### config.mk
export PLATFORM = sky130hd
export DESIGN_NAME = exe_alu
export DESIGN_NICKNAME = d
export VERILOG_FILES = /design/src/exe_pkg.sv /design/src/exe_alu.sv
export SDC_FILE = /design/constraint.sdc
export NUM_CORES = 1
export LEC_CHECK = 0
export BUFFER_PORTS_ARGS = -buffer_cell sky130_fd_sc_hd__buf_4
export CAP_MARGIN = 30
export CORE_MARGIN = 2
export CORE_UTILIZATION = 60
export DETAILED_ROUTE_END_ITERATION = 10
export PLACE_DENSITY = 0.83
export SLEW_MARGIN = 30
export SYNTH_ARGS = -nofsm -noshare
export SYNTH_HDL_FRONTEND = slang
export SYNTH_SLANG_ARGS = --single-unit
### constraint.sdc
create_clock -name vclk -period 10.81
set_clock_uncertainty 0.1 [all_clocks]
set_input_delay 0.5405 -clock vclk [all_inputs]
set_output_delay 0.5405 -clock vclk [all_outputs]
set_load 0.01 [all_outputs]
### src/exe_pkg.sv
`default_nettype none

package exe_pkg;

    localparam int XLEN   = 32;
    localparam int REG_AW = 5;

    typedef enum logic [3:0] {
        OP_ADD,
        OP_SUB,
        OP_AND,
        OP_OR,
        OP_XOR,
        OP_SLT,  // signed compare.
        OP_ADDI, // rj + sext(imm).
        OP_MUL,  // low word, completes in ex2.
        OP_DIV,  // unsigned, lane 0 only.
        OP_NOP
    } exe_op_e;

    typedef struct packed {
        logic              valid;
        exe_op_e           op;
        logic [REG_AW-1:0] rd;
        logic [REG_AW-1:0] rj;
        logic [REG_AW-1:0] rk;
        logic [15:0]       imm;
    } lane_op_t;

    typedef struct packed {
        lane_op_t lane1;
        lane_op_t lane0;
    } issue_bundle_t;

    typedef struct packed {
        logic              valid;
        exe_op_e           op;
        logic [REG_AW-1:0] rd;
        logic [XLEN-1:0]   data;
        logic              data_valid; // low while a multiply is still in flight.
    } stage_lane_t;

    typedef struct packed {
        logic              valid;
        logic [REG_AW-1:0] rd;
        logic [XLEN-1:0]   data;
    } wb_lane_t;

    typedef enum logic [1:0] {
        CS_RUN,
        CS_DIV_BUSY,
        CS_DIV_DONE
    } ctrl_state_e;

endpackage

`default_nettype wire

### src/exe_alu.sv
`timescale 1ns/1ps
`default_nettype none

module exe_alu (
    input  exe_pkg::exe_op_e         op_i,
    input  logic [exe_pkg::XLEN-1:0] a_i,
    input  logic [exe_pkg::XLEN-1:0] b_i,
    input  logic [15:0]              imm_i,
    output logic [exe_pkg::XLEN-1:0] result_o,
    output logic                     result_valid_o
);

    logic [exe_pkg::XLEN-1:0] imm_sext;

    assign imm_sext = {{(exe_pkg::XLEN-16){imm_i[15]}}, imm_i};

    always_comb begin
        result_o       = '0;
        result_valid_o = 1'b1;
        case (op_i)
            exe_pkg::OP_ADD:  result_o = a_i + b_i;
            exe_pkg::OP_SUB:  result_o = a_i - b_i;
            exe_pkg::OP_AND:  result_o = a_i & b_i;
            exe_pkg::OP_OR:   result_o = a_i | b_i;
            exe_pkg::OP_XOR:  result_o = a_i ^ b_i;
            exe_pkg::OP_SLT:  result_o = {{(exe_pkg::XLEN-1){1'b0}}, $signed(a_i) < $signed(b_i)};
            exe_pkg::OP_ADDI: result_o = a_i + imm_sext;
            exe_pkg::OP_MUL: begin
                result_o       = a_i * b_i; // low word only.
                result_valid_o = 1'b0;      // counted as ready in ex2.
            end
            exe_pkg::OP_DIV:  result_valid_o = 1'b0; // quotient comes from the divider.
            default:          result_o = '0;
        endcase
    end

endmodule

`default_nettype wire

==> impl_metrics.json <==
{
  "gp_congestion": 1.08,
  "timing.final.crit_share_pct": 85.6,
  "crit_buf_inv": 9,
  "crit_top_cell": "fa_1",
  "hold_viol": 0,
  "utilization_pct": 64.6,
  "layout_commonest_cell": "inv_1",
  "rows": 67,
  "grt_max_degree": 33,
  "drc": 0,
  "status": "finished clean",
  "yosysSeqAreaShare_pct": 0,
  "ctsResizeCount": 0,
  "coreArea_sq_mm": 0.0335,
  "hold_path.class": "input port to output pin",
  "drv_slew": 0,
  "stdcell_area_sq_mm": 0.0217,
  "placed_cell_area_sq_mm": 0.0216,
  "multiInputGateArea_sq_mm": 0.0183,
  "first_global_vias": 19900,
  "critPathSlowestCell": "clkinv_1",
  "final_cell_mix": "inv_1 (452), fa_1 (410), nor2_1 (371)",
  "post_cts_buffers": 0,
  "crit_required_ps": 10170,
  "postRouteAntennaNets": 0,
  "port_buffers": 117,
  "nNetsFinal": 3276,
  "period_minus_slack_ps": 9260,
  "dieHeight_microns": 189,
  "holdBufCountCts": 0,
  "drt_wl_total_microns": 78500,
  "rsz0062_at_grt": "false",
  "die_area_sq_mm": 0.0356,
  "initial_utilization_pct": 61.0,
  "antenna_found_initial": 0,
  "vias_per_cell": 6.34,
  "maxCapViolations": 0,
  "drt_first_iter_violations": 2087,
  "clkbuf_count": 0,
  "syn_inst": 2504,
  "finalSetupViolations": 0,
  "seq_cells": 0,
  "io-pin-count": 117,
  "critPathKind": "input port to output pin",
  "hpwl_microns": 61300,
  "critPathArrivalTime_ps": 8620,
  "grt_pass1_wl_microns": 119000,
  "num_vias": 18900,
  "firstDrtPassIters": 8,
  "regArea_sq_um": 0,
  "syn_area_sq_mm": 0.0205,
  "gr-total-overflow": 0,
  "ys_warn_count": 0,
  "relSlewSlack_pct": 27.2,
  "syn_to_final_growth_pct": 5.86,
  "post_drt_wl_per_cell_microns": 26.3,
  "pre_cts_slack_ps": 1840,
  "synth_area_per_cell_sq_um": 8.17,
  "syn_nets": 3248,
  "worst-path-max-fanout": 18,
  "endpoint_kind": "output pin",
  "synth_cell_type_count": 80,
  "cp_top_family": "adder cells",
  "final_layout_size_suffix_gt1_share_pct": 7.31,
  "max_stage_delay_ps": 900,
  "die_w_microns": 189,
  "cp-start-kind": "input port",
  "fin_setup_tns_ps": 0,
  "fin_ws_ps": 1550,
  "tightest_slew_ps": 1090,
  "n_fill_cell": 2894,
  "grtUsageTotal_pct": 45.2,
  "fmax_mhz": 108
}
-- cell usage after synthesis, types with 6 or more instances --
library cell / instances / area, sq um
nor2b_1: 11 / 68.8
fa_1: 410 / 8210
o221ai_1: 15 / 131
nand2b_1: 17 / 106
buf_1: 15 / 56.3
ha_1: 250 / 3130
a221o_1: 7 / 70.1
nand2_1: 291 / 1090
a21o_1: 24 / 180
o211ai_1: 14 / 105
o31ai_1: 8 / 60.1
o22ai_1: 6 / 37.5
nand3_1: 20 / 100
clkbuf_1: 89 / 334
and3_1: 6 / 37.5
nor2_1: 372 / 1400
a21oi_1: 71 / 355
a31oi_1: 15 / 93.8
o21ai_1: 8 / 40.0
inv_1: 452 / 1700
a22oi_1: 14 / 105
o21ai_0: 60 / 300
nor3_1: 16 / 80.1
or3_1: 11 / 68.8
clkinv_1: 13 / 48.8
mux2_2: 15 / 169
xor2_1: 33 / 289
nand4_1: 7 / 43.8
a221oi_1: 20 / 175
nor3b_1: 7 / 52.6
o21bai_1: 9 / 67.6
a211oi_1: 7 / 52.6
xnor2_1: 93 / 815
inv_2: 7 / 26.3
-- layout make-up --
class,count,area share [%]
Multi-Input combinational cell,1922,84.5
Inverter,472,8.18
Timing Repair Buffer,136,4.71
Tap cell,448,2.59
Antenna cell,1,0.0116
-- through the flow --
| stage | hold slack, ps | instances |
|---|---|---|
| global route | 1440 | 2978 |
| CTS | 1390 | 2978 |
| floorplan | 1240 | 2504 |
| global placement | 1390 | 2978 |
| finish | 1400 | 2979 |
| detailed placement | 1380 | 2978 |
-- layer usage --
layer	wire length [microns]	track usage [%]
met5	0	0
met2	33700	69.5
met1	27600	56.0
met4	6720	28.4
met3	10500	13.2
-- worst paths after layout --
kind,start,endpoint,depth (start not counted)
hold / removal,op_i[3],result_valid_o,3
setup / recovery,a_i[5],result_o[27],26
-- cell families (layout without fill, tap and decap cells) --
family / after synthesis / in the layout / share of synthesized area (%)
other: 0 / 1 / 0
buffers and inverters: 582 / 608 / 10.7
xor gates and xnor gates: 126 / 126 / 5.39
muxes: 20 / 20 / 1.07
AOI/OAI and AO/OA: 324 / 324 / 11.0
adders and majority gates: 660 / 660 / 55.4
and+or+nand+nor: 792 / 792 / 16.3
