<file path="config.mk">
export PLATFORM = sky130hd
export DESIGN_NAME = exe_ctrl
export DESIGN_NICKNAME = d
export VERILOG_FILES = /design/src/exe_pkg.sv /design/src/exe_ctrl.sv
export SDC_FILE = /design/constraint.sdc
export NUM_CORES = 1
export LEC_CHECK = 0
export BUFFER_PORTS_ARGS = -buffer_cell sky130_fd_sc_hd__buf_2
export CAP_MARGIN = 20
export CELL_PAD_IN_SITES_DETAIL_PLACEMENT = 1
export CELL_PAD_IN_SITES_GLOBAL_PLACEMENT = 2
export CORE_AREA = 2 2 39 41
export DETAILED_ROUTE_END_ITERATION = 16
export DIE_AREA = 0 0 41 43
export PLACE_DENSITY_LB_ADDON = 0.12
export REMOVE_ABC_BUFFERS = 1
export SLEW_MARGIN = 20
export SYNTH_ARGS = -nofsm -noshare
export SYNTH_HDL_FRONTEND = slang
export SYNTH_SLANG_ARGS = --single-unit
</file>
<file path="constraint.sdc">
create_clock -name clk_i -period 1.1 [get_ports clk_i]
set_input_delay 0.055 -clock clk_i [delete_from_list [all_inputs] [get_ports clk_i]]
set_output_delay 0.055 -clock clk_i [all_outputs]
set_load 0.02 [all_outputs]
</file>
<file path="src/exe_pkg.sv">
`default_nettype none

package exe_pkg;

    localparam int XLEN   = 32;
    localparam int REG_AW = 5;

    typedef enum logic [3:0] {
        OP_ADD,
        OP_SUB,
        OP_AND,
        OP_OR,
        OP_XOR,
        OP_SLT,  // signed compare.
        OP_ADDI, // rj + sext(imm).
        OP_MUL,  // low word, completes in ex2.
        OP_DIV,  // unsigned, lane 0 only.
        OP_NOP
    } exe_op_e;

    typedef struct packed {
        logic              valid;
        exe_op_e           op;
        logic [REG_AW-1:0] rd;
        logic [REG_AW-1:0] rj;
        logic [REG_AW-1:0] rk;
        logic [15:0]       imm;
    } lane_op_t;

    typedef struct packed {
        lane_op_t lane1;
        lane_op_t lane0;
    } issue_bundle_t;

    typedef struct packed {
        logic              valid;
        exe_op_e           op;
        logic [REG_AW-1:0] rd;
        logic [XLEN-1:0]   data;
        logic              data_valid; // low while a multiply is still in flight.
    } stage_lane_t;

    typedef struct packed {
        logic              valid;
        logic [REG_AW-1:0] rd;
        logic [XLEN-1:0]   data;
    } wb_lane_t;

    typedef enum logic [1:0] {
        CS_RUN,
        CS_DIV_BUSY,
        CS_DIV_DONE
    } ctrl_state_e;

endpackage

`default_nettype wire

</file>
<file path="src/exe_ctrl.sv">
`timescale 1ns/1ps
`default_nettype none

module exe_ctrl #(
    parameter int DIV_CYCLES = 32
) (
    input  logic clk_i,
    input  logic rst_i,
    input  logic ex1_valid_i,
    input  logic ex1_is_div_i,
    input  logic fwd_stall_i,
    input  logic div_done_i,
    output logic div_start_o,
    output logic ex1_hold_o,
    output logic issue_ready_o
);

    exe_pkg::ctrl_state_e state_q;
    exe_pkg::ctrl_state_e state_d;

    if (DIV_CYCLES < 1 || DIV_CYCLES > exe_pkg::XLEN) begin : g_bad_div_cycles
        $error("DIV_CYCLES must lie in 1..XLEN");
    end

    always_ff @(posedge clk_i) begin
        if (rst_i) begin
            state_q <= exe_pkg::CS_RUN;
        end else begin
            state_q <= state_d;
        end
    end

    always_comb begin
        state_d     = state_q;
        div_start_o = 1'b0;
        ex1_hold_o  = 1'b0;
        case (state_q)
            exe_pkg::CS_RUN: begin
                if (ex1_valid_i && fwd_stall_i) begin
                    ex1_hold_o = 1'b1;
                end else if (ex1_valid_i && ex1_is_div_i) begin
                    div_start_o = 1'b1; // operands are final here.
                    ex1_hold_o  = 1'b1;
                    state_d     = exe_pkg::CS_DIV_BUSY;
                end
            end
            exe_pkg::CS_DIV_BUSY: begin
                ex1_hold_o = 1'b1;
                if (div_done_i) begin
                    state_d = exe_pkg::CS_DIV_DONE;
                end
            end
            exe_pkg::CS_DIV_DONE: state_d = exe_pkg::CS_RUN; // one advance with the quotient.
            default:              state_d = exe_pkg::CS_RUN;
        endcase
    end

    assign issue_ready_o = ~ex1_hold_o;

endmodule

`default_nettype wire

</file>
==> results by group, run 1 <==
Outcome
  – Status: finished clean

Hold path
  – Worst Hold Class: input pin to register

Clocking
  – Worst-Skew Late Latency: approximately 0.22 ns
  – CTS root buffer: clkbuf_4
  – CTS Sinks: 2
  – CTS tree: yes
  – TritonCTS Buffers: 3
  – Cts hold-fix bufs: 0
  – Clock buffer depth: 2
  – Clock transition at path regs: around 0.030 ns
  – CTS H-tree lvls: 1

Synth
  – Share of the synthesized area in the top cell type: 0.360
  – Synth Cell Area: roughly 110 um2
  – Post-synth EDFFs: 0
  – Synth area leader: dfxtp_1
  – Post-Syn Instances: 12
  – Post-synthesis cell type count: 10
  – Post-Syn Area per Cell: around 9.3 um2
  – Synth top cells by count: 2 x dfxtp_1, 2 x inv_1
  – Async set-reset flop share out of synthesis: 0
  – Synth Flop Type: dfxtp_1
  – Post-synthesis register bit count: 2
  – Ranking of synthesized cells by area: dfxtp_1 36%, nor4b_2 13%, a41o_1 9.0%
  – Synth warn: 0
  – Sequential share of the synthesized area: 0.360

Die
  – Num rows: 14
  – Die area: ~1800 um2
  – Ports: 9
  – Die width: between 40 and 50 um
  – Core area: approximately 1400 um2
  – Die H: roughly 43 um
  – Initial Util: 0.0805

Final layout
  – Fillers: between 150 and 200
  – Final net count: 33
  – Biggest regs: state_q x2
  – Max reg flops: 2
  – Top reg by flops: state_q
  – ANT cells: 0
  – Layout cells sized above 1: 0.760
  – Area delta synth->final: 124%

Routing
  – Mean routed wirelength per cell: between 8 and 9 um
  – Iteration-0 DRC Markers: 0
  – Via count: ~140
  – DRC violations left: 0
  – Post-route ant nets: 0
  – Via density: approximately 3.5
  – Drt total wl: between 300 and 400 um
  – Pre-Repair DR Iteration Count: 1

GRT
  – Gr ovfl total: 0
  – Largest net degree at the start of global routing: 6
  – GRT Total Usage: 0.0592
  – Vias in the first global route: about 160
  – Initial antenna violation count: 0
  – First-pass GRT wire length: about 580 um

Timing
  – Max-slew violation count: 0
  – Fin crit share: 0.990
  – F_max: about 0.92 GHz
  – Fin. Hold Viols: 0
  – Hold Worst Slack: 0.0375 ns
  – RSZ-0062 raised after global routing: yes
  – Worst-margin pin slew: 0.316 ns
  – Clock Skew: between 0.003 and 0.004 ns
  – Post-layout min period: 1.09 ns
  – Slew headroom: 0.787
  – Setup Viol. Count Final: 0

Power and ir drop
  – Lkg Pwr: ~0.11 nW
  – Max IR drop VDD: between 0.15 and 0.2 mV
  – Pwr per Cell Area: approximately 1200 nW/um2
  – Power Total: between 0.0002 and 0.0003 W

Placement
  – PortBufs: 8
  – Placer Congestion: 0.554
  – DPL Wire Length: about 260 um

Worst setup path
  – Critical path endpoint category: output port
  – R2r setup slk: approximately 0.18 ns
  – Crit path kind: register to output port
  – Arrival @ worst endpoint: 1.03 ns
  – Crit path required time: about 1.0 ns
  – Peak fanout along the critical path: 4
  – Setup crit start kind: register

Job
  – Max Cap Viol: 0
## metrics by stage
step           instances   util  worst slack [ns]  instance area [um2]    TNS, ns
2_1_floorplan         12      -             0.238                  111          0
3_3_place_gp          36  0.124             0.140                  171          0
3_5_place_dp          36  0.124             0.150                  171          0
4_1_cts               39  0.149         -0.000399                  206  -0.000399
5_1_grt               41  0.180           -0.0540                  249    -0.0540
6_report              41  0.180            0.0110                  249          0
## cell type report
type	instances	area (um2)	share of cell area
Multi-Input combinational cell	8	86.3	0.347
Clock buffer	3	22.5	0.0905
Timing Repair Buffer	10	67.6	0.271
Inverter	2	7.51	0.0302
Tap cell	16	20.0	0.0804
Sequential cell	2	45.0	0.181
## kinds of logic (layout without fill, tap and decap cells)
| group | Yosys count | after routing | share of synthesized area |
|---|---|---|---|
| AND/OR/NAND/NOR | 4 | 4 | 0.315 |
| buffers and inverters | 2 | 15 | 0.0674 |
| AO/OA/AOI/OAI | 4 | 4 | 0.258 |
| flip-flops | 2 | 2 | 0.360 |
## metal layers
metal | up-vias | routed length [um] | global-route usage
li1 | 72 | - | -
met1 | 64 | 97 | 0.0450
met2 | 6 | 209 | 0.0656
met3 | 0 | 46 | 0.0628
met4 | 0 | 0 | 0.0800
met5 | - | 0 | 0
## path summary, 6_finish.rpt
kind	end	cells after the start	startpoint
setup reg to reg	state_q[0]	3	state_q[1]
setup / recovery	div_start_o	3	state_q[1]
hold reg to reg	state_q[1]	2	state_q[0]
hold / removal	state_q[1]	2	rst_i
## worst max-delay path, stage by stage, from the launching register on
cell and delay, ns:
dfxtp_4 0.35, nor3_4 0.16, and3_4 0.20, buf_6 0.11
## where the power goes
group,internal (W),switching [W]
sequential,0.0000734,0.00000245
combinational,0.0000328,0.0000292
clock,0.000120,0.0000371
total,0.000226,0.0000687
## placed cells by master, fill, tap and decap left out, types with 2 or more instances in the layout
cell and instances:
buf_2 6, buf_4 2, buf_6 2, clkbuf_4 3, inv_1 2
## timing repair
item / 4_1_cts / 5_1_grt
endpoints found under the hold margin: 0 / 0
setup endpoints to repair: 1 / 1
pin swaps: 2 / 2
resized for setup: 4 / 7
buffers inserted: 0 / 2
No activity file was read; power rests on OpenSTA's default activity.
==> inputs of run 2 (changes only) <==
--- a/config.mk
+++ b/config.mk
@@ -5,6 +5,7 @@
 export SDC_FILE = /design/constraint.sdc
 export NUM_CORES = 1
 export LEC_CHECK = 0
+export ABC_AREA = 1
 export BUFFER_PORTS_ARGS = -buffer_cell sky130_fd_sc_hd__buf_2
 export CAP_MARGIN = 20
 export CELL_PAD_IN_SITES_DETAIL_PLACEMENT = 1
==> results by group, run 2 <==
Die
  – Die H: 43 um (unchanged)
  – Num rows: 14 (unchanged)
  – Ports: 9 (unchanged)
  – Die area: 1760 um2 (unchanged)
  – Core area: 1380 um2 (unchanged)
  – Initial Util: 0.0850 (was 0.0805)
  – Die width: 41 um (unchanged)

Synth
  – Sequential share of the synthesized area: 0.340 (was 0.360)
  – Post-Syn Instances: 17 (was 12)
  – Share of the synthesized area in the top cell type: 0.340 (was 0.360)
  – Synth top cells by count: 4 x inv_1, 3 x nand2_1, 2 x dfxtp_1, 2 x nand3_1 (was 2 x dfxtp_1, 2 x inv_1)
  – Synth area leader: dfxtp_1 (unchanged)
  – Post-Syn Area per Cell: 6.92 um2 (was 9.28 um2)
  – Synth warn: 0 (unchanged)
  – Top-count cell post-synth: inv_1
  – Async set-reset flop share out of synthesis: 0 (unchanged)
  – Synth Flop Type: dfxtp_1 (unchanged)
  – Synth Cell Area: 118 um2 (was 111 um2)
  – Post-synth EDFFs: 0 (unchanged)
  – Ranking of synthesized cells by area: dfxtp_1 34%, inv_1 13%, nor4_2 11% (was dfxtp_1 36%, nor4b_2 13%, a41o_1 9.0%)
  – Post-synthesis register bit count: 2 (unchanged)
  – Post-synthesis cell type count: 10 (unchanged)

Final layout
  – Max reg flops: 2 (unchanged)
  – Top reg by flops: state_q (unchanged)
  – Area delta synth->final: 79.8% (was 124%)
  – Post-route insts no fill: 45 (was 41)
  – ANT cells: 0 (unchanged)
  – Highest-count cells in the layout ignoring fill and taps: 8 x buf_2, 4 x inv_1, 3 x nand2_1, 3 x clkbuf_4, 2 x nand3_1 (was 6 x buf_2, 3 x clkbuf_4, 2 x inv_1, 2 x buf_6, 2 x buf_4)
  – Biggest regs: state_q x2 (unchanged)
  – Final net count: 37 (was 33)
  – Layout cells sized above 1: 0.586 (was 0.760)
  – Most common cell after layout, fill and taps aside: buf_2 (unchanged)

GRT
  – First-pass GRT wire length: 489 um (was 579 um)
  – Largest net degree at the start of global routing: 4 (was 6)
  – Vias in the first global route: 134 (was 156)
  – GRT Total Usage: 0.0471 (was 0.0592)
  – Gr ovfl total: 0 (unchanged)
  – Initial antenna violation count: 0 (unchanged)

Timing
  – Worst-margin pin slew: 0.175 ns (was 0.316 ns)
  – Max-slew violation count: 0 (unchanged)
  – Setup Viol. Count Final: 0 (unchanged)
  – Fin. Hold Viols: 0 (unchanged)
  – RSZ-0062 raised after global routing: no (was yes)
  – Post-layout min period: 0.990 ns (was 1.09 ns)
  – Clock Skew: 0.00274 ns (was 0.00387 ns)
  – Setup TNS Final: 0 ns (unchanged)
  – F_max: 1.01 GHz (was 0.918 GHz)
  – Fin crit share: 0.900 (was 0.990)
  – Slew headroom: 0.883 (was 0.787)

Routing
  – Iteration-0 DRC Markers: 0 (unchanged)
  – Post-route ant nets: 0 (unchanged)
  – Via count: 154 (was 142)
  – Via density: 3.42 (was 3.46)
  – Mean routed wirelength per cell: 6.93 um (was 8.59 um)
  – Drt total wl: 312 um (was 352 um)
  – Pre-Repair DR Iteration Count: 1 (unchanged)
  – DRC violations left: 0 (unchanged)

Clocking
  – Clock buffer depth: 2 (unchanged)
  – TritonCTS Buffers: 3 (unchanged)
  – Clock transition at path regs: 0.03 ns (about the same)
  – CTS root buffer: clkbuf_4 (unchanged)
  – CTS tree: yes (unchanged)
  – Worst-Skew Late Latency: 0.22 ns (about the same)
  – CTS H-tree lvls: 1 (unchanged)
  – CTS Sinks: 2 (unchanged)

Worst setup path
  – Critical path endpoint category: output port (unchanged)
  – Setup crit start kind: register (unchanged)
  – CP max stage cell: dfxtp_2 (was dfxtp_4)
  – Crit path kind: register to output port (unchanged)
  – Crit path required time: 1.04 ns (about the same)
  – Peak fanout along the critical path: 3 (was 4)
  – Arrival @ worst endpoint: 0.94 ns (was 1.03 ns)
  – Top Family by Delay on Critical Path: flip-flops (was simple AND/OR/NAND/NOR gates)
  – Slowest stage delay, CP: 0.32 ns (was 0.35 ns)
  – Cell chain of the critical path: nor2_1 > nand2_2 > inv_1 > buf_2 (was nor3_4 > and3_4 > buf_6)
  – Crit path buf inv count: 2 (was 1)

Placement
  – PortBufs: 8 (unchanged)
  – Placer Congestion: 0.614 (was 0.554)
  – Inst Count DP: 41 (was 36)

Outcome
  – Status: finished clean (unchanged)

Power and ir drop
  – Pwr per Cell Area: 1340 nW/um2 (was 1180 nW/um2)
  – Power Total: 0.000283 W (was 0.000295 W)
  – Lkg Pwr: 0.108 nW (was 0.114 nW)
  – Max IR drop VDD: 0.412 mV (was 0.193 mV)

Hold path
  – Worst Hold Class: input pin to register (unchanged)

Job
  – Max Cap Viol: 0 (unchanged)
==> run 2: path summary, 6_finish.rpt <==
check           endpoint  slack [ns]  cells past startpoint  startpoint
min           state_q[1]        0.09                      3  div_done_i
max          div_start_o        0.11                      4  state_q[0]
min reg2reg   state_q[1]        0.46                      2  state_q[0]
max reg2reg   state_q[0]        0.41                      3  state_q[0]
==> run 2: stage by stage <==
| stage | util | area (um2) | setup WS (ns) | hold slack, ns |
|---|---|---|---|---|
| floorplan | - | 118 | 0.260 | 0.117 |
| global placement | 0.128 | 178 | 0.315 | 0.248 |
| detailed placement | 0.128 | 178 | 0.313 | 0.247 |
| CTS | 0.145 | 200 | 0.0730 | 0.0156 |
| global route | 0.153 | 211 | 0.0292 | 0.0977 |
| finish | 0.153 | 211 | 0.110 | 0.0937 |
==> run 2: worst register-to-register path, stage by stage (launching register included) <==
cell	delay, ns
dfxtp_2	0.32
nor2_1	0.13
nand2_2	0.08
a21oi_2	0.10
==> run 2: cells by family after synthesis <==
kind of cell    after synthesis  share of synthesized area
compound gates                1                     0.0745
buf+inv                       5                      0.160
flops                         2                      0.340
simple gates                  9                      0.426
==> run 2: power by group <==
part           internal, W  switching (W)
registers        0.0000754     0.00000164
logic            0.0000209      0.0000296
clock network     0.000120      0.0000360
total             0.000216      0.0000672
==> run 2: layout make-up <==
type,instances,area (um2)
repair buffers,9,50.0
inverters,5,18.8
multi-input cells,10,58.8
clock buffers,3,22.5
well taps,16,20.0
flip-flops and latches,2,41.3
fillers,170,1170
==> run 2: layer usage <==
metal | GRT usage | part of all wire | vias to the layer above
met3 | 0.0471 | 0.15 | 0
met4 | 0.0400 | 0 | 0
li1 | - | - | 78
met5 | 0 | 0 | -
met2 | 0.0500 | 0.43 | 9
met1 | 0.0511 | 0.42 | 67
==> run 2: repair_timing <==
action,in CTS,in global routing
setup buffers,0,0
setup endpoints to repair,0,1
hold buffers,0,1
gates resized for setup,0,1
endpoints found under the hold margin,0,1
