### config.mk
export PLATFORM = sky130hd
export DESIGN_NAME = ex1_forward
export DESIGN_NICKNAME = d
export VERILOG_FILES = /design/src/exe_pkg.sv /design/src/ex1_forward.sv
export SDC_FILE = /design/constraint.sdc
export NUM_CORES = 1
export LEC_CHECK = 0
export ABC_AREA = 1
export BUFFER_PORTS_ARGS = -buffer_cell sky130_fd_sc_hd__buf_2
export CAP_MARGIN = 20
export CORE_MARGIN = 2
export CORE_UTILIZATION = 35
export DETAILED_ROUTE_END_ITERATION = 10
export PLACE_DENSITY_LB_ADDON = 0.08
export SLEW_MARGIN = 40
export SYNTH_ARGS = -nofsm -noshare
export SYNTH_HDL_FRONTEND = slang
export SYNTH_SLANG_ARGS = --single-unit
### constraint.sdc
create_clock -name vclk -period 7.05
set_clock_uncertainty 0.15 [all_clocks]
set_input_delay 1.7625 -clock vclk [all_inputs]
set_output_delay 1.7625 -clock vclk [all_outputs]
set_load 0.01 [all_outputs]
### src/exe_pkg.sv
`default_nettype none

package exe_pkg;

    localparam int XLEN   = 32;
    localparam int REG_AW = 5;

    typedef enum logic [3:0] {
        OP_ADD,
        OP_SUB,
        OP_AND,
        OP_OR,
        OP_XOR,
        OP_SLT,  // signed compare.
        OP_ADDI, // rj + sext(imm).
        OP_MUL,  // low word, completes in ex2.
        OP_DIV,  // unsigned, lane 0 only.
        OP_NOP
    } exe_op_e;

    typedef struct packed {
        logic              valid;
        exe_op_e           op;
        logic [REG_AW-1:0] rd;
        logic [REG_AW-1:0] rj;
        logic [REG_AW-1:0] rk;
        logic [15:0]       imm;
    } lane_op_t;

    typedef struct packed {
        lane_op_t lane1;
        lane_op_t lane0;
    } issue_bundle_t;

    typedef struct packed {
        logic              valid;
        exe_op_e           op;
        logic [REG_AW-1:0] rd;
        logic [XLEN-1:0]   data;
        logic              data_valid; // low while a multiply is still in flight.
    } stage_lane_t;

    typedef struct packed {
        logic              valid;
        logic [REG_AW-1:0] rd;
        logic [XLEN-1:0]   data;
    } wb_lane_t;

    typedef enum logic [1:0] {
        CS_RUN,
        CS_DIV_BUSY,
        CS_DIV_DONE
    } ctrl_state_e;

endpackage

`default_nettype wire

### src/ex1_forward.sv
`timescale 1ns/1ps
`default_nettype none

module ex1_forward (
    input  logic [exe_pkg::REG_AW-1:0]     rj_i,
    input  logic [exe_pkg::REG_AW-1:0]     rk_i,
    input  logic [exe_pkg::XLEN-1:0]       rj_data_i,
    input  logic [exe_pkg::XLEN-1:0]       rk_data_i,
    input  exe_pkg::stage_lane_t [1:0]     ex2_i,
    input  exe_pkg::stage_lane_t [1:0]     wb_i,
    output logic [exe_pkg::XLEN-1:0]       rj_data_o,
    output logic [exe_pkg::XLEN-1:0]       rk_data_o,
    output logic                           fwd_stall_o
);

    exe_pkg::stage_lane_t [3:0] src;
    logic                       rj_stall;
    logic                       rk_stall;

    // index 0 is the youngest producer and wins.
    assign src = {wb_i[0], wb_i[1], ex2_i[0], ex2_i[1]};

    function automatic void fwd_one(
        input  logic [exe_pkg::REG_AW-1:0] r,
        input  logic [exe_pkg::XLEN-1:0]   rf_data,
        input  exe_pkg::stage_lane_t [3:0] s,
        output logic [exe_pkg::XLEN-1:0]   data,
        output logic                       stall
    );
        logic hit;
        hit   = 1'b0;
        data  = rf_data;
        stall = 1'b0;
        for (int i = 0; i < 4; i++) begin
            if (!hit && r != '0 && s[i].valid && s[i].rd == r) begin
                hit = 1'b1;
                if (s[i].data_valid) begin
                    data = s[i].data;
                end else begin
                    stall = 1'b1; // producer not done yet.
                end
            end
        end
    endfunction

    always_comb begin
        fwd_one(rj_i, rj_data_i, src, rj_data_o, rj_stall);
        fwd_one(rk_i, rk_data_i, src, rk_data_o, rk_stall);
    end

    // either operand stalls the lane.
    assign fwd_stall_o = rj_stall | rk_stall;

endmodule

`default_nettype wire

==> results of run 1 <==
-- through the flow --
step	utilization	hold WS [ns]	instances	setup slack, ns	power [mW]
after floorplan	-	3.52	1146	2.03	0.183
after global placement	0.455	3.72	1558	0.693	0.322
after detailed placement	0.461	3.71	1562	0.704	0.324
after CTS	0.461	3.71	1562	0.694	0.325
after global routing	0.462	3.73	1565	0.500	0.364
final	0.462	3.71	1565	0.696	0.327
-- cell type report --
cell class	count	area share
multi-input cells	840	0.586
repair buffers	314	0.253
inverters	224	0.125
well taps	184	0.0343
diodes	3	0.00112
-- where the power goes --
part | total, mW | internal, mW | switching [mW]
Combinational | 0.327 | 0.134 | 0.193
Sequential | 0 | 0 | 0
Clock | 0.0000000570 | 0.0000000570 | 0
Total | 0.327 | 0.134 | 0.193
-- cell usage in the layout, fill, tap and decap left out, drive strengths merged --
| cell | count |
|---|---|
| nand2 | 368 |
| inv | 223 |
| o21ai | 74 |
| diode | 3 |
| xnor2 | 3 |
| a21oi | 65 |
| clkinv | 1 |
| buf | 314 |
| nand3b | 1 |
| nand3 | 140 |
| nor2 | 112 |
| nand4 | 69 |
| xor2 | 8 |
-- worst paths after layout --
check	start	end	slack (ns)	depth (start not counted)
hold / removal	wb_i[14]	rk_data_o[13]	3.71	4
setup / recovery	rj_i[4]	rj_data_o[2]	0.70	12
-- routing by layer --
layer,wire length [um],track usage
met5,0,0
met4,397,0.0524
met2,10400,0.452
met1,10300,0.362
met3,1730,0.0344
-- cell families after synthesis --
group / Yosys count / share of synthesized area
buffers and inverters: 306 / 0.250
AND/OR/NAND/NOR: 690 / 0.587
AO/OA/AOI/OAI: 139 / 0.145
XOR/XNOR: 11 / 0.0184
==> flow_metrics.tcl, run 1 <==
set metrics [dict create \
    die_w_um 126 \
    power.density_mw_per_mm2 48.7 \
    hold_buffers 0 \
    crit_family "simple AND/OR/NAND/NOR gates" \
    first_global_vias 6945 \
    syn_to_final_growth_pct 28.5 \
    maxCapViolations 0 \
    setup.worst_path.end_class "primary output" \
    synth_common_cells "nand2_1, inv_1, nand3_1, nor2_1, nand4_1" \
    finalInstanceArea_sq_mm 0.00671 \
    leakage_nw 4.29 \
    slowest_delay_ns 0.57 \
    rows 44 \
    path_cells "buf_2 > inv_2 > nand2_1 > o21ai_1 > nor2_1 > nand3_2 > clkinv_2 > nand3_4 > nand3_1 > nand3_1 > a21oi_1 > buf_2" \
    hpwlAfterDp_mm 16.5 \
    max_slew_margin 0.445 \
    synth_area_leaders "nand2_1, inv_1, nand3_1" \
    ios 311 \
    port_buffers 295 \
    status "finished, final reports clean" \
    syn_area_sq_mm 0.00522 \
    drv_slew 0 \
    drtPass1Iterations 5 \
    via_per_inst 4.95 \
    worstPathRequired_ns 5.14 \
    drc_errors 0 \
    gp_congestion 0.896 \
    synth_top_area_share 0.264 \
    slowest_stage "nand3_2" \
    synth_top_area_cell "nand2_1" \
    final.min_clock_period_ns 6.35 \
    min_path_type "in2out" \
    tightestPinTransition_ns 0.831 \
    path_buf_inv 4 \
    tns_ns 0 \
    setup_viol 0 \
    final.period_utilization 0.901 \
    final_nets 1626 \
    drt-total-wl_mm 22.8 \
    nFlopsAndLatches 0 \
    cts_setup_buffers 0 \
    hold_viol_final 0 \
    yosysMostFrequentCell "nand2_1" \
    syn_nets 1392 \
    seqCellArea_sq_um 0 \
    die-area_sq_mm 0.0159 \
    grt-ovfl-total 0 \
    yosysUniqueCellTypes 28 \
    grt_pass1_wl_mm 35.3 \
    fmax_mhz 157 \
    post_synth_inst_count 1146 \
    core_sq_mm 0.0145 \
    die_h_um 126 \
    yosys_warnings 0 \
    peakVddDrop_mv 0.0300 \
    vias 7751 \
    rsz0062_at_grt "no" \
    drive_gt1_frac 0.269 \
    n_clock_buffer 0 \
    worstSetupPathType "in2out" \
    drtIter0Drc 554 \
    crit_arrival_ns 4.44 \
    wire_per_inst_um 14.5 \
    ctsResizeCount 0 \
    grt_max_degree 70 \
    multiInputGateArea_sq_mm 0.00394 \
    antenna_found_initial 3 \
    start_util 0.359 \
    place_area_sq_mm 0.00671 \
    fillers 1771 \
    grtUsageTotal 0.266 \
    worst-path-max-fanout 32 \
    syn_avg_cell_area_sq_um 4.56 \
    worstSetupStartpointType "input pin" \
    postRouteAntennaNets 0 \
    yosysSeqAreaShare 0 \
]
(Power assumes the default switching activity.)
==> run 2, diff against run 1 <==
--- a/config.mk
+++ b/config.mk
@@ -8,11 +8,12 @@
 export ABC_AREA = 1
 export BUFFER_PORTS_ARGS = -buffer_cell sky130_fd_sc_hd__buf_2
 export CAP_MARGIN = 20
-export CORE_MARGIN = 2
-export CORE_UTILIZATION = 35
+export CORE_AREA = 2 2 121 123
 export DETAILED_ROUTE_END_ITERATION = 10
+export DIE_AREA = 0 0 123 125
 export PLACE_DENSITY_LB_ADDON = 0.08
 export SLEW_MARGIN = 40
 export SYNTH_ARGS = -nofsm -noshare
 export SYNTH_HDL_FRONTEND = slang
 export SYNTH_SLANG_ARGS = --single-unit
+export TNS_END_PERCENT = 5
==> flow_metrics.tcl, run 2 (same netlist as run 1, synthesis figures left out) <==
set metrics [dict create \
    status "finished, final reports clean" \
    fmax_mhz 165 \
    max_slew_margin 0.459 \
    leakage_nw 4.28 \
    power.density_mw_per_mm2 48.4 \
    busiest_layer "met2" \
    place_area_sq_mm 0.00669 \
    ctsResizeCount 0 \
    worstSetupStartpointType "input pin" \
    final.period_utilization 0.862 \
    dp_slack_ns 0.963 \
    fillers 1716 \
    rsz0062_at_grt "no" \
    grt-ovfl-total 0 \
    finalInstanceArea_sq_mm 0.00669 \
    die_h_um 125 \
    crit_arrival_ns 4.16 \
    slowest_delay_ns 0.56 \
    rows 44 \
    hp-start "wb_i[24]" \
    worst-path-max-fanout 44 \
    grt_use_met2 0.479 \
    hold_slack_ns 3.71 \
    nFlopsAndLatches 0 \
    seqCellArea_sq_um 0 \
    ios 311 \
    drtIter0Drc 507 \
    final.setup.worst_slack_ns 0.975 \
    first_global_vias 6881 \
    path_cells "buf_2 > nor2_1 > nand3_1 > nand2_2 > nor2_8 > nor2_8 > nand4_2 > buf_12 > nor2_1 > nor2_1 > a21oi_1 > buf_2" \
    postRouteAntennaNets 0 \
    drc_errors 0 \
    worstPathRequired_ns 5.14 \
    gp_congestion 0.921 \
    grt_max_degree 66 \
    min_path_cells 4 \
    drv_slew 0 \
    cp_common_cell "nor2_1" \
    grtUsageMet3 0.0228 \
    via_per_inst 4.95 \
    n_clock_buffer 0 \
    port_buffers 295 \
    maxCapViolations 0 \
    grtUsageTotal 0.273 \
    setup.worst_path.end_class "primary output" \
    start_util 0.368 \
    cts_setup_buffers 0 \
    min_path_type "in2out" \
    final_common_cell "nand2_1" \
    final_nets 1626 \
    worstSetupPathType "in2out" \
    hpwlAfterDp_mm 16.2 \
    die-area_sq_mm 0.0154 \
    peakVddDrop_mv 0.0236 \
    hold_viol_final 0 \
    tightestPinTransition_ns 0.810 \
    min_to "rk_data_o[23]" \
    vias 7735 \
    die_w_um 123 \
    wire_per_inst_um 14.4 \
    drive_gt1_frac 0.269 \
    final_cell_mix "nand2_1, buf_2, inv_1, nand3_1, nor2_1" \
    met1_usage 0.368 \
    antenna_found_initial 1 \
    core_sq_mm 0.0142 \
    syn_to_final_growth_pct 28.1 \
    final.min_clock_period_ns 6.07 \
    setup_viol 0 \
    tns_ns 0 \
    drt-total-wl_mm 22.5 \
    drtPass1Iterations 5 \
    grt_pass1_wl_mm 34.3 \
    hold_buffers 0 \
    slowest_stage "nor2_8" \
]
[run 2: changes by cell type in the layout (fill, tap and decap cells not counted), sizes merged]
cell,before,now
diode,3,2
[run 2: stage by stage]
stage | utilization | cells | power (mW)
final | 0.471 | 1564 | 0.324
after detailed placement | 0.471 | 1562 | 0.321
after CTS | 0.471 | 1562 | 0.322
after global routing | 0.471 | 1563 | 0.361
after global placement | 0.468 | 1560 | 0.320
after floorplan | - | 1146 | 0.183
[run 2: final cells by class]
cell class	count	area [sq um]	share of cell area
tap	184	230	0.0344
timing repair buffer	314	1680	0.252
inverter	224	842	0.126
multi-input combinational	840	3930	0.587
antenna	2	5.00	0.000748
[run 2: worst max-delay path by stage]
stage	startpoint	endpoint	cells past startpoint
2_1_floorplan	rj_i[4]	rj_data_o[21]	12
3_3_place_gp	rj_i[4]	rj_data_o[30]	12
3_5_place_dp	rj_i[4]	rj_data_o[30]	12
4_1_cts	rj_i[4]	rj_data_o[30]	12
5_1_grt	rj_i[3]	rj_data_o[30]	14
6_report	rj_i[4]	rj_data_o[30]	12
[run 2: power by group]
group / internal [mW] / switching [mW]
clock network: 0.0000000381 / 0
registers: 0 / 0
logic: 0.133 / 0.191
total: 0.133 / 0.191
[run 2: critical path: cells and delay by family]
| family | cells | cell delay, ns |
|---|---|---|
| AO/OA/AOI/OAI | 1 | 0.15 |
| buffers and inverters | 3 | 0.60 |
| AND/OR/NAND/NOR | 8 | 1.62 |
[run 2: layer usage]
metal	up-vias	wire, um	part of all wire
met3	16	2020	0.090
met5	-	0	0
met2	359	10500	0.47
met4	0	257	0.011
met1	3330	9640	0.43
li1	4030	-	-
==> run 3, diff against run 2 <==
--- a/config.mk
+++ b/config.mk
@@ -12,6 +12,7 @@
 export DETAILED_ROUTE_END_ITERATION = 10
 export DIE_AREA = 0 0 123 125
 export PLACE_DENSITY_LB_ADDON = 0.08
+export RECOVER_POWER = 25
 export SLEW_MARGIN = 40
 export SYNTH_ARGS = -nofsm -noshare
 export SYNTH_HDL_FRONTEND = slang
==> flow_metrics.tcl, run 3 (same netlist as run 1, synthesis figures left out) <==
set metrics [dict create \
    worstSetupPathType "in2out" \
    die-area_sq_mm 0.0154 \
    vias 7721 \
    die_h_um 125 \
    rsz0062_at_grt "no" \
    grt_use_met2 0.479 \
    clockPowerShare 0 \
    drtPass1Iterations 5 \
    drive_gt1_frac 0.258 \
    hpwlAfterDp_mm 16.2 \
    p_int_mw 0.131 \
    ctsResizeCount 0 \
    syn_to_final_growth_pct 27.7 \
    path_buf_inv 3 \
    worstSetupStartpointType "input pin" \
    setup_viol 0 \
    worstPathRequired_ns 5.14 \
    leakage_nw 4.25 \
    maxCapViolations 0 \
    cts_setup_buffers 0 \
    hold_viol_final 0 \
    switching_share 0.592 \
    postRouteAntennaNets 0 \
    fillers 1726 \
    grt_pass1_wl_mm 34.3 \
    tightestPinTransition_ns 0.815 \
    crit_family "simple AND/OR/NAND/NOR gates" \
    gp_congestion 0.921 \
    wire_per_inst_um 14.3 \
    place_area_sq_mm 0.00669 \
    n_clock_buffer 0 \
    grtUsageMet3 0.0228 \
    port_buffers 295 \
    slowest_delay_ns 0.56 \
    finalInstanceArea_sq_mm 0.00667 \
    grtUsageTotal 0.273 \
    start_util 0.368 \
    min_path_type "in2out" \
    hold_slack_ns 3.71 \
    p_seq_frac 0 \
    drc_errors 0 \
    slowest_stage "nor2_8" \
    setup.worst_path.end_class "primary output" \
    grt-ovfl-total 0 \
    antenna_found_initial 1 \
    cp_common_cell "nor2_1" \
    power_frac_comb 1.000 \
    switchingPower_mw 0.191 \
    grt_max_degree 66 \
    core_sq_mm 0.0142 \
    drtIter0Drc 621 \
    final.period_utilization 0.886 \
    final_common_cell "nand2_1" \
    peakVddDrop_mv 0.0237 \
    utilization 0.470 \
    via_per_inst 4.94 \
    worst-path-max-fanout 44 \
    met1_usage 0.368 \
    final_nets 1626 \
    status "finished, final reports clean" \
    first_global_vias 6881 \
    ios 311 \
    fmax_mhz 160 \
    die_w_um 123 \
    final_cell_mix "nand2_1, buf_2, inv_1, nand3_1, nor2_1" \
    busiest_layer "met2" \
    seqCellArea_sq_um 0 \
    nFlopsAndLatches 0 \
    power.density_mw_per_mm2 48.3 \
    max_slew_margin 0.455 \
    final.min_clock_period_ns 6.24 \
    crit_arrival_ns 4.33 \
    path_cells "buf_2 > nor2_1 > nand3_1 > nand2_2 > nor2_8 > nor2_8 > nand4_1 > buf_12 > nor2_1 > nor2_1 > a21oi_1 > buf_2" \
    rows 44 \
    drv_slew 0 \
    drt-total-wl_mm 22.4 \
    hold_buffers 0 \
    tns_ns 0 \
]
[run 3: changes by cell type in the layout (fill, tap and decap cells not counted)]
cell and change:
buf_2 -10, clkbuf_1 +10, inv_1 +2, inv_2 -2, nand4_1 +1, nand4_2 -1, nor2_1 +1, nor2_2 -1
[run 3: cell type report]
type	count	area, sq um	share of cell area
antenna	2	5.00	0.000750
inverter	224	842	0.126
multi-input combinational	840	3920	0.588
tap	184	230	0.0345
timing repair buffer	314	1670	0.251
[run 3: path summary, 6_finish.rpt]
| path | from | end | slack (ns) | cells after the start |
|---|---|---|---|---|
| worst max-delay path | rj_i[4] | rj_data_o[30] | 0.81 | 12 |
| worst min-delay path | wb_i[24] | rk_data_o[23] | 3.71 | 4 |
[run 3: tightest hold or removal path, cell delays in order]
cell and delay [ns]:
buf_2 0.09, nor2_1 0.04, a21oi_2 0.08, buf_2 0.13
[run 3: power groups by stage]
stage	Sequential [mW]	Clock, mW	Combinational [mW]
6_report	0	0.0000000381	0.322
5_1_grt	0	0.0000000190	0.360
4_1_cts	0	0	0.322
3_5_place_dp	0	0	0.321
3_3_place_gp	0	0	0.320
2_1_floorplan	0	0	0.183
[run 3: per-layer routing]
metal / vias to the layer above / wire length, um
met5: - / 0
met2: 381 / 10400
met3: 24 / 2120
met1: 3289 / 9520
li1: 4027 / -
met4: 0 / 335
[run 3: through the flow]
step | setup slack (ns) | power [mW] | cells
6_report | 0.807 | 0.322 | 1564
3_5_place_dp | 0.963 | 0.321 | 1562
5_1_grt | 0.612 | 0.360 | 1563
2_1_floorplan | 2.03 | 0.183 | 1146
3_3_place_gp | 0.971 | 0.320 | 1560
4_1_cts | 0.959 | 0.322 | 1562
