**config.mk**
```make
export PLATFORM = sky130hd
export DESIGN_NAME = div_unit
export DESIGN_NICKNAME = d
export VERILOG_FILES = /design/src/exe_pkg.sv /design/src/div_unit.sv
export SDC_FILE = /design/constraint.sdc
export NUM_CORES = 1
export LEC_CHECK = 0
export BUFFER_PORTS_ARGS = -buffer_cell sky130_fd_sc_hd__buf_2
export CAP_MARGIN = 20
export CORE_AREA = 2 2 101 127
export CTS_BUF_LIST = sky130_fd_sc_hd__clkbuf_16
export DETAILED_ROUTE_END_ITERATION = 6
export DIE_AREA = 0 0 103 129
export PLACE_DENSITY = 0.85
export RECOVER_POWER = 25
export SLEW_MARGIN = 20
export SYNTH_ARGS = -nofsm -noshare
export SYNTH_HDL_FRONTEND = slang
export SYNTH_SLANG_ARGS = --single-unit
```
**constraint.sdc**
```tcl
create_clock -name clk_i -period 2.8 [get_ports clk_i]
set_input_delay 0.14 -clock clk_i [delete_from_list [all_inputs] [get_ports clk_i]]
set_output_delay 0.14 -clock clk_i [all_outputs]
set_load 0.005 [all_outputs]
```
**src/exe_pkg.sv**
```systemverilog
`default_nettype none

package exe_pkg;

    localparam int XLEN   = 32;
    localparam int REG_AW = 5;

    typedef enum logic [3:0] {
        OP_ADD,
        OP_SUB,
        OP_AND,
        OP_OR,
        OP_XOR,
        OP_SLT,  // signed compare.
        OP_ADDI, // rj + sext(imm).
        OP_MUL,  // low word, completes in ex2.
        OP_DIV,  // unsigned, lane 0 only.
        OP_NOP
    } exe_op_e;

    typedef struct packed {
        logic              valid;
        exe_op_e           op;
        logic [REG_AW-1:0] rd;
        logic [REG_AW-1:0] rj;
        logic [REG_AW-1:0] rk;
        logic [15:0]       imm;
    } lane_op_t;

    typedef struct packed {
        lane_op_t lane1;
        lane_op_t lane0;
    } issue_bundle_t;

    typedef struct packed {
        logic              valid;
        exe_op_e           op;
        logic [REG_AW-1:0] rd;
        logic [XLEN-1:0]   data;
        logic              data_valid; // low while a multiply is still in flight.
    } stage_lane_t;

    typedef struct packed {
        logic              valid;
        logic [REG_AW-1:0] rd;
        logic [XLEN-1:0]   data;
    } wb_lane_t;

    typedef enum logic [1:0] {
        CS_RUN,
        CS_DIV_BUSY,
        CS_DIV_DONE
    } ctrl_state_e;

endpackage

`default_nettype wire

```
**src/div_unit.sv**
```systemverilog
`timescale 1ns/1ps
`default_nettype none

module div_unit #(
    parameter int DIV_CYCLES = 32
) (
    input  logic                     clk_i,
    input  logic                     rst_i,
    input  logic                     start_i,
    input  logic [exe_pkg::XLEN-1:0] dividend_i,
    input  logic [exe_pkg::XLEN-1:0] divisor_i,
    output logic                     done_o,
    output logic [exe_pkg::XLEN-1:0] quotient_o
);

    localparam int XLEN = exe_pkg::XLEN;
    localparam int CW   = $clog2(DIV_CYCLES + 1);

    logic [CW-1:0]   cnt_q;
    logic [XLEN-1:0] rem_q;
    logic [XLEN-1:0] quo_q;
    logic [XLEN-1:0] dvs_q;
    logic [XLEN:0]   shifted;
    logic [XLEN:0]   diff;

    // next remainder bit comes from the top of the quotient shifter.
    assign shifted = {rem_q, quo_q[XLEN-1]};
    assign diff    = shifted - {1'b0, dvs_q};

    always_ff @(posedge clk_i) begin
        if (rst_i) begin
            cnt_q <= '0;
        end else if (start_i) begin
            cnt_q <= CW'(DIV_CYCLES);
        end else if (cnt_q != '0) begin
            cnt_q <= cnt_q - 1'b1;
        end
    end

    always_ff @(posedge clk_i) begin
        if (start_i) begin
            rem_q <= '0;
            quo_q <= dividend_i << (XLEN - DIV_CYCLES); // only the low DIV_CYCLES bits.
            dvs_q <= divisor_i;
        end else if (cnt_q != '0) begin
            if (!diff[XLEN]) begin
                rem_q <= diff[XLEN-1:0];
                quo_q <= {quo_q[XLEN-2:0], 1'b1};
            end else begin
                rem_q <= shifted[XLEN-1:0]; // restore.
                quo_q <= {quo_q[XLEN-2:0], 1'b0};
            end
        end
    end

    // last iteration runs in this cycle, the quotient is final after it.
    assign done_o     = (cnt_q == CW'(1));
    assign quotient_o = quo_q;

endmodule

`default_nettype wire

```
==> impl_metrics.yaml, run 1 <==
timing:
  slew_violations: 0
  min_period_ns: 2.81
  clock_skew_ns: 0.00718
  fin_ws_ns: -0.0143
  setup_viol: 1
  worst_slew_pin_slew_ns: 0.504
  slew-limit-headroom: 0.661
  timing.final.crit_share: 1.01
  hold_violations: 0
  fmax_mhz: 355
floorplanning:
  die_h_um: 129
  die_area_sq_um: 13300
  die_w_um: 103
  start_util: 0.513
  core.rowCount: 45
  core_area_sq_um: 12000
  num_io_pins: 100
synthesis:
  ys_types: 68
  syn_area_sq_um: 6180
  synth_top_area_cell: "edfxtp_1"
  synthTopCellsByCount: "edfxtp_1 (64), nand2_1 (55), nor2_1 (50)"
  synth_top_area_share: 0.311
  synthFlopType: "edfxtp_1"
  synthCells: 611
  synth_edf_count: 64
  ys_seq_area_frac: 0.434
  synthTopCellsByArea: "edfxtp_1 (31%), dfxtp_1 (12%), ha_1 (6.9%)"
  synth-seq-cells: 102
  synth-warning-count: 0
  yosys.cell_count.top_type: "edfxtp_1"
  async_reset_ff_frac: 0
  synth_fp_nets: 713
  syn_area_per_cell_sq_um: 10.1
place:
  routabilityCongestion: 0.936
  io_buffers: 99
  dp.final_hpwl_um: 10500
critical_path:
  endpoint_kind: "flip-flop"
  worstPathMaxFanout: 4
  r2r_start: "dvs_q[4]"
  crit_type: "flip-flop to flip-flop"
  cp.required_ns: 3.08
  startpoint: "dvs_q[4]"
  cp.arrival_ns: 3.09
  critPathLaunchType: "flip-flop"
detailed_routing:
  postRouteAntennaNets: 0
  vias_per_cell: 5.85
  wirelength_um: 16100
  wire_per_inst_um: 17.3
  dr.pass1.iters: 5
  drt-initial-drc-count: 394
  vias: 5429
  drc: 0
power:
  p_leak_nw: 3.31
  powerDensity_nw_per_um2: 1050
  switching_share: 0.413
  p_switching_mw: 3.46
  peakVddDrop_mv: 0.527
  pwr-share-seq: 0.288
  clock_power_share: 0.162
  pwr-share-comb: 0.550
  finalPower_mw: 8.39
  internal_power_mw: 4.93
global_routing:
  grt_antenna_before_repair: 0
  grt_usage: 0.234
  grt-ovfl-total: 0
  grt_max_degree: 97
  grt_pass1_vias: 5289
  grt_first_pass_wirelength_um: 24800
clocking:
  clock_latency_ns: 0.36
  clock-sinks: 102
  htree_num_levels: 3
  cts_tree: "built"
  root_buffer: "clkbuf_16"
  path_clk_slew_ns: 0.08
  cts_made_buffers: 9
  clk_path_buf_depth: 2
run_status:
  outcome: "complete, but fails checks"
  violations: "setup timing"
finish:
  fin_util: 0.666
  n_fill_cell: 907
  drive_above_1_share: 0.352
  area_growth_pct: 29.9
  diodes: 0
  nets: 861
min_path:
  hp-class: "input port to flip-flop"
  hp-start: "rst_i"
run:
  drv_cap: 0
## routing by layer
layer | track usage | share of wire
met1 | 0.286 | 0.39
met2 | 0.400 | 0.50
met3 | 0.0570 | 0.077
met4 | 0.0774 | 0.033
met5 | 0 | 0
## state kept, by name (all words and copies together) (netlist names)
name	count
cnt_q	6
rem_q	32
quotient_o	32
dvs_q	32
## worst paths after layout
kind / to / slack, ns / cells after the start
worst max-delay path: rem_q[31] / -0.01 / 11
worst min-delay path: cnt_q[0] / 0.02 / 2
worst max register to register: rem_q[31] / -0.01 / 11
worst min register to register: rem_q[0] / 0.51 / 2
## worst max-delay path, stage by stage (launching register included)
cell and delay (ns):
edfxtp_1 0.37, inv_1 0.09, ha_1 0.29, a21oi_2 0.21, nand2b_1 0.10, o2111ai_2 0.33, o21ai_2 0.14, a211o_1 0.35
or3_1 0.35, o2111ai_1 0.14, o2111ai_2 0.16, a211oi_2 0.20
## power groups by stage
stage | clock network, mW | logic (mW) | registers (mW)
2_1_floorplan | 0 | 2.83 | 2.31
3_3_place_gp | 0 | 3.62 | 2.36
3_5_place_dp | 0 | 3.74 | 2.38
4_1_cts | 1.37 | 3.96 | 2.37
5_1_grt | 1.43 | 4.98 | 2.47
6_report | 1.36 | 4.61 | 2.41
## stage by stage
| stage | hold slack [ns] | setup slack, ns | cell area [sq um] | std cells | setup TNS, ns |
|---|---|---|---|---|---|
| 6_report | 0.0192 | -0.0143 | 8020 | 928 | -0.0143 |
| 5_1_grt | 0.0110 | -0.0834 | 8020 | 928 | -0.441 |
| 4_1_cts | 0.0155 | 0.00555 | 7610 | 914 | 0 |
| 3_5_place_dp | 0.318 | -0.110 | 6890 | 862 | -0.913 |
| 3_3_place_gp | 0.316 | 0.0818 | 6890 | 862 | 0 |
| 2_1_floorplan | 0.209 | 0.161 | 6180 | 611 | 0 |
## area by class of cell
type / count / area (sq um) / area share
Tap cell: 164 / 205 / 0.0256
Clock buffer: 9 / 225 / 0.0281
Inverter: 44 / 165 / 0.0206
Sequential cell: 102 / 2680 / 0.334
Multi-Input combinational cell: 435 / 3430 / 0.428
Timing Repair Buffer: 167 / 1210 / 0.151
Clock inverter: 7 / 97.6 / 0.0122
## cell families after synthesis
group	after synthesis	synth area share
adder cells (fa/ha/maj)	35	0.0721
XOR/XNOR	35	0.0539
AO/OA/AOI/OAI	152	0.184
multiplexers	31	0.0565
flip-flops	102	0.434
buffers and inverters	74	0.0563
AND/OR/NAND/NOR	182	0.143
## cell usage in the layout, fill, tap and decap left out, types with 5 or more instances in the layout
master,Yosys,final
mux2_2,31,31
nand3_1,12,12
nand2_2,14,16
buf_2,7,98
nand2_1,55,53
a311oi_1,5,5
a211oi_2,2,5
dlygate4sd3_1,0,32
o211a_1,5,5
buf_4,2,25
a311oi_2,14,14
ha_2,0,7
ha_1,34,16
o211ai_1,5,5
clkbuf_16,0,10
a21oi_2,2,8
nor2_1,50,50
xor2_1,12,12
a21oi_1,49,40
nand2b_1,12,11
xnor2_1,21,21
nor4_1,6,6
dfxtp_1,38,38
buf_12,1,6
edfxtp_1,64,64
o21ai_0,27,24
inv_1,44,41
a21o_1,5,5
ha_4,0,11
nor3_1,13,12
## what timing repair did
action / in CTS / in global routing
gates cloned: 1 / 1
gates resized for setup: 5 / 59
hold endpoints to repair: 32 / 0
hold buffers: 32 / 0
endpoints found under the setup margin: 23 / 33
setup buffers: 3 / 13
pin swaps: 2 / 17
Note: power is estimated with default switching activity, not from simulation.
==> run 2, diff against run 1 <==
Settings changed: CTS_BUF_LIST sky130_fd_sc_hd__clkbuf_16 to default, SKIP_CTS_REPAIR_TIMING from default to 1.
==> impl_metrics.yaml, run 2 (synthesis gave the netlist of run 1 again) <==
run_status:
  outcome: "finished, final reports clean"
power:
  p_leak_nw: 3.31
  peakVddDrop_mv: 0.583
  powerDensity_nw_per_um2: 1040
timing:
  hold_violations: 0
  clock_skew_ns: 0.00865
  slew-limit-headroom: 0.652
  fmax_mhz: 358
  slew_violations: 0
  whs_ns: 0.0184
  min_period_ns: 2.79
  worst_slew_pin_slew_ns: 0.517
  rsz0062_at_grt: "true"
  setup_viol: 0
  timing.final.crit_share: 0.997
critical_path:
  crit_chain: "ha_4 > a21o_1 > nand2b_1 > o2111ai_2 > o21ai_2 > a211o_1 > or3_1 > o2111ai_1 > o2111ai_1 > a211oi_2"
  slowest_stage: "dfxtp_1"
  slowest_delay_ns: 0.45
  worstPathMaxFanout: 5
  critPathMostFrequentCell: "o2111ai_1"
  crit_type: "flip-flop to flip-flop"
  endpoint_kind: "flip-flop"
  critPathTopFamily: "compound AO/OA/AOI/OAI gates"
  cp.required_ns: 3.08
  cp.arrival_ns: 3.07
  cp.buffers_inverters: 0
  critPathLaunchType: "flip-flop"
finish:
  design_area_sq_um: 7920
  drive_above_1_share: 0.336
  area_growth_pct: 28.2
  final_common_cell: "buf_2"
  n_fill_cell: 924
  nets: 861
  diodes: 0
  fin_util: 0.657
  seq_area_sq_um: 2680
  final_cell_mix: "buf_2 (98), edfxtp_1 (64), nand2_1 (55)"
  multiInputGateArea_sq_um: 3310
  fin_cells: 928
clocking:
  cts_tree: "built"
  htree_num_levels: 3
  root_buffer: "clkbuf_16"
  clk_path_buf_depth: 2
  clock-sinks: 102
  cts_made_buffers: 9
  path_clk_slew_ns: 0.08
  clock_latency_ns: 0.36
global_routing:
  grt_usage: 0.226
  grt_max_degree: 97
  grt-ovfl-total: 0
  grt_first_pass_wirelength_um: 24000
  grt_antenna_before_repair: 0
  grt_pass1_vias: 5155
detailed_routing:
  vias_per_cell: 5.78
  vias: 5365
  drt-initial-drc-count: 306
  wire_per_inst_um: 16.8
  drc: 0
  wirelength_um: 15600
  dr.pass1.iters: 5
  postRouteAntennaNets: 0
floorplanning:
  core.rowCount: 45
  num_io_pins: 100
  core_area_sq_um: 12000
  die_area_sq_um: 13300
  die_h_um: 129
  die_w_um: 103
  start_util: 0.513
place:
  dp.final_hpwl_um: 10500
  placed_cells: 862
  routabilityCongestion: 0.936
  io_buffers: 99
  post_dp_cell_area_sq_um: 6890
run:
  drv_cap: 0
min_path:
  hp-class: "input port to flip-flop"
==> run 2: cell type report <==
class	count	share of cell area
clock inverter	7	0.0123
inverter	44	0.0209
tap	164	0.0259
timing repair buffer	167	0.155
clock buffer	9	0.0284
multi-input combinational	435	0.419
sequential	102	0.339
==> run 2: per-stage QoR <==
step           TNS [ns]  total power [mW]  worst slack (ns)
3_5_place_dp     -0.913              6.12            -0.110
6_report              0              8.22           0.00904
4_1_cts           -1.20              7.50            -0.108
5_1_grt          -0.792              8.73           -0.0933
3_3_place_gp          0              5.99            0.0818
2_1_floorplan         0              5.14             0.161
==> run 2: path summary, 6_finish.rpt <==
check / startpoint / endpoint / slack (ns) / depth (start not counted)
worst max-delay path: rem_q[5] / rem_q[31] / 0.009 / 10
worst min-delay path: rst_i / cnt_q[0] / 0.02 / 2
worst max register to register: rem_q[5] / rem_q[31] / 0.009 / 10
worst min register to register: rem_q[1] / rem_q[1] / 0.51 / 2
==> run 2: worst reg2reg max path, stage by stage, from the launching register on <==
cell and delay, ns:
dfxtp_1 0.45, ha_4 0.26, a21o_1 0.17, nand2b_1 0.16, o2111ai_2 0.32, o21ai_2 0.14
a211o_1 0.39, or3_1 0.37, o2111ai_1 0.11, o2111ai_1 0.15, a211oi_2 0.20
==> run 2: layer usage <==
metal / share of wire / global-route usage / vias up
li1: - / - / 2528
met1: 0.41 / 0.274 / 2577
met2: 0.50 / 0.385 / 217
met3: 0.065 / 0.0592 / 43
met4: 0.026 / 0.0805 / 0
met5: 0 / 0 / -
==> run 2: report_power, final <==
part	total (mW)	internal (mW)	switching, mW
clock	1.35	0.725	0.629
combinational	4.48	2.08	2.40
sequential	2.39	2.06	0.336
==> run 3, diff against run 2 <==
Settings changed: CORE_AREA 2 2 101 127 to 2 2 125 103, DIE_AREA 0 0 103 129 to 0 0 127 105, HOLD_SLACK_MARGIN from default to 0.1.
==> impl_metrics.yaml, run 3 (synthesis gave the netlist of run 1 again) <==
place:
  routabilityCongestion: 0.960
  io_buffers: 99
  dp.final_hpwl_um: 10200
finish:
  final_common_cell: "buf_2"
  drive_above_1_share: 0.293
  diodes: 0
  final_cell_mix: "buf_2 (98), edfxtp_1 (64), dlygate4sd3_1 (58)"
  area_growth_pct: 27.6
  nets: 869
detailed_routing:
  drc: 0
  dr.pass1.iters: 7
  wire_per_inst_um: 17.4
  wirelength_um: 16000
  drt-initial-drc-count: 518
  vias_per_cell: 5.89
  postRouteAntennaNets: 0
  vias: 5446
floorplanning:
  core.rowCount: 36
  die_w_um: 127
  core_area_sq_um: 12000
  start_util: 0.515
  num_io_pins: 100
  die_h_um: 105
  die_area_sq_um: 13300
global_routing:
  grt_antenna_before_repair: 0
  grt_pass1_vias: 4811
  grt_usage: 0.213
  grt_first_pass_wirelength_um: 23100
  grt-ovfl-total: 0
  grt_max_degree: 55
run_status:
  violations: "setup timing"
  outcome: "complete, but fails checks"
timing:
  rsz0062_at_grt: "true"
  fmax_mhz: 349
  slew_violations: 0
  whs_ns: 0.0916
  fin_ws_ns: -0.0614
  timing.final.crit_share: 1.02
  clock_skew_ns: 0.00886
  setup_tns_ns: -0.0614
  setup_viol: 1
  worst_slew_pin_slew_ns: 0.654
  hold_violations: 0
  slew-limit-headroom: 0.563
  min_period_ns: 2.86
clocking:
  clock_latency_ns: 0.36
  cts_tree: "built"
  cts_made_buffers: 9
  clock-sinks: 102
  root_buffer: "clkbuf_16"
  clk_path_buf_depth: 2
  htree_num_levels: 3
  path_clk_slew_ns: 0.08
critical_path:
  crit_type: "flip-flop to flip-flop"
  crit_chain: "inv_1 > ha_1 > fa_2 > nand2b_4 > a21oi_4 > o211ai_1 > nand4_1 > o21ai_4 > xor2_4 > buf_12 > nor2_1 > a211oi_1 > nor3_1"
  critPathLaunchType: "flip-flop"
  worstPathMaxFanout: 18
  endpoint_kind: "flip-flop"
  cp.required_ns: 3.03
  slowest_stage: "fa_2"
  slowest_delay_ns: 0.38
  cp.arrival_ns: 3.09
power:
  p_leak_nw: 3.31
  peakVddDrop_mv: 0.460
  finalPower_mw: 7.78
  powerDensity_nw_per_um2: 987
run:
  drv_cap: 0
min_path:
  hp-class: "input port to flip-flop"
[run 3: layout make-up]
type / instances / area [sq um]
Clock buffer: 9 / 225
Timing Repair Buffer: 175 / 1280
Tap cell: 152 / 190
Multi-Input combinational cell: 435 / 3280
Sequential cell: 102 / 2680
Clock inverter: 7 / 67.6
Inverter: 44 / 165
Fill cell: 886 / 4100
[run 3: metrics by stage]
stage	worst slack (ns)	std cells	cell area (sq um)	utilization
2_1_floorplan	0.161	611	6180	-
3_3_place_gp	0.103	848	6880	0.574
3_5_place_dp	-0.0241	848	6880	0.574
4_1_cts	-0.0312	864	7170	0.598
5_1_grt	-0.146	924	7880	0.658
6_report	-0.0614	924	7880	0.658
[run 3: where the power goes]
| group | switching (mW) | total (mW) | leakage, nW | internal [mW] |
|---|---|---|---|---|
| clock | 0.601 | 1.23 | 0.140 | 0.625 |
| combinational | 2.40 | 4.17 | 2.21 | 1.77 |
| sequential | 0.329 | 2.38 | 0.957 | 2.06 |
[run 3: worst paths after layout]
kind         cells past startpoint            from  slack, ns       endpoint
max reg2reg                     13  quotient_o[31]      -0.06       rem_q[7]
min reg2reg                      2        rem_q[8]       0.52       rem_q[9]
min                              3   dividend_i[0]       0.09  quotient_o[0]
max                             13  quotient_o[31]      -0.06       rem_q[7]
[run 3: metal layers]
metal,global-route usage,vias up,share of wire
met5,0,-,0
met4,0.0785,0,0.031
met3,0.0533,51,0.068
met2,0.339,255,0.49
met1,0.281,2608,0.41
li1,-,2532,-
[run 3: critical path, delay by kind of cell, from the launching register on]
family | cells | cell delay, ns
adder cells (fa/ha/maj) | 2 | 0.60
buffers and inverters | 2 | 0.25
AND/OR/NAND/NOR | 4 | 0.52
XOR/XNOR | 1 | 0.23
AO/OA/AOI/OAI | 4 | 0.76
flip-flops | 1 | 0.36
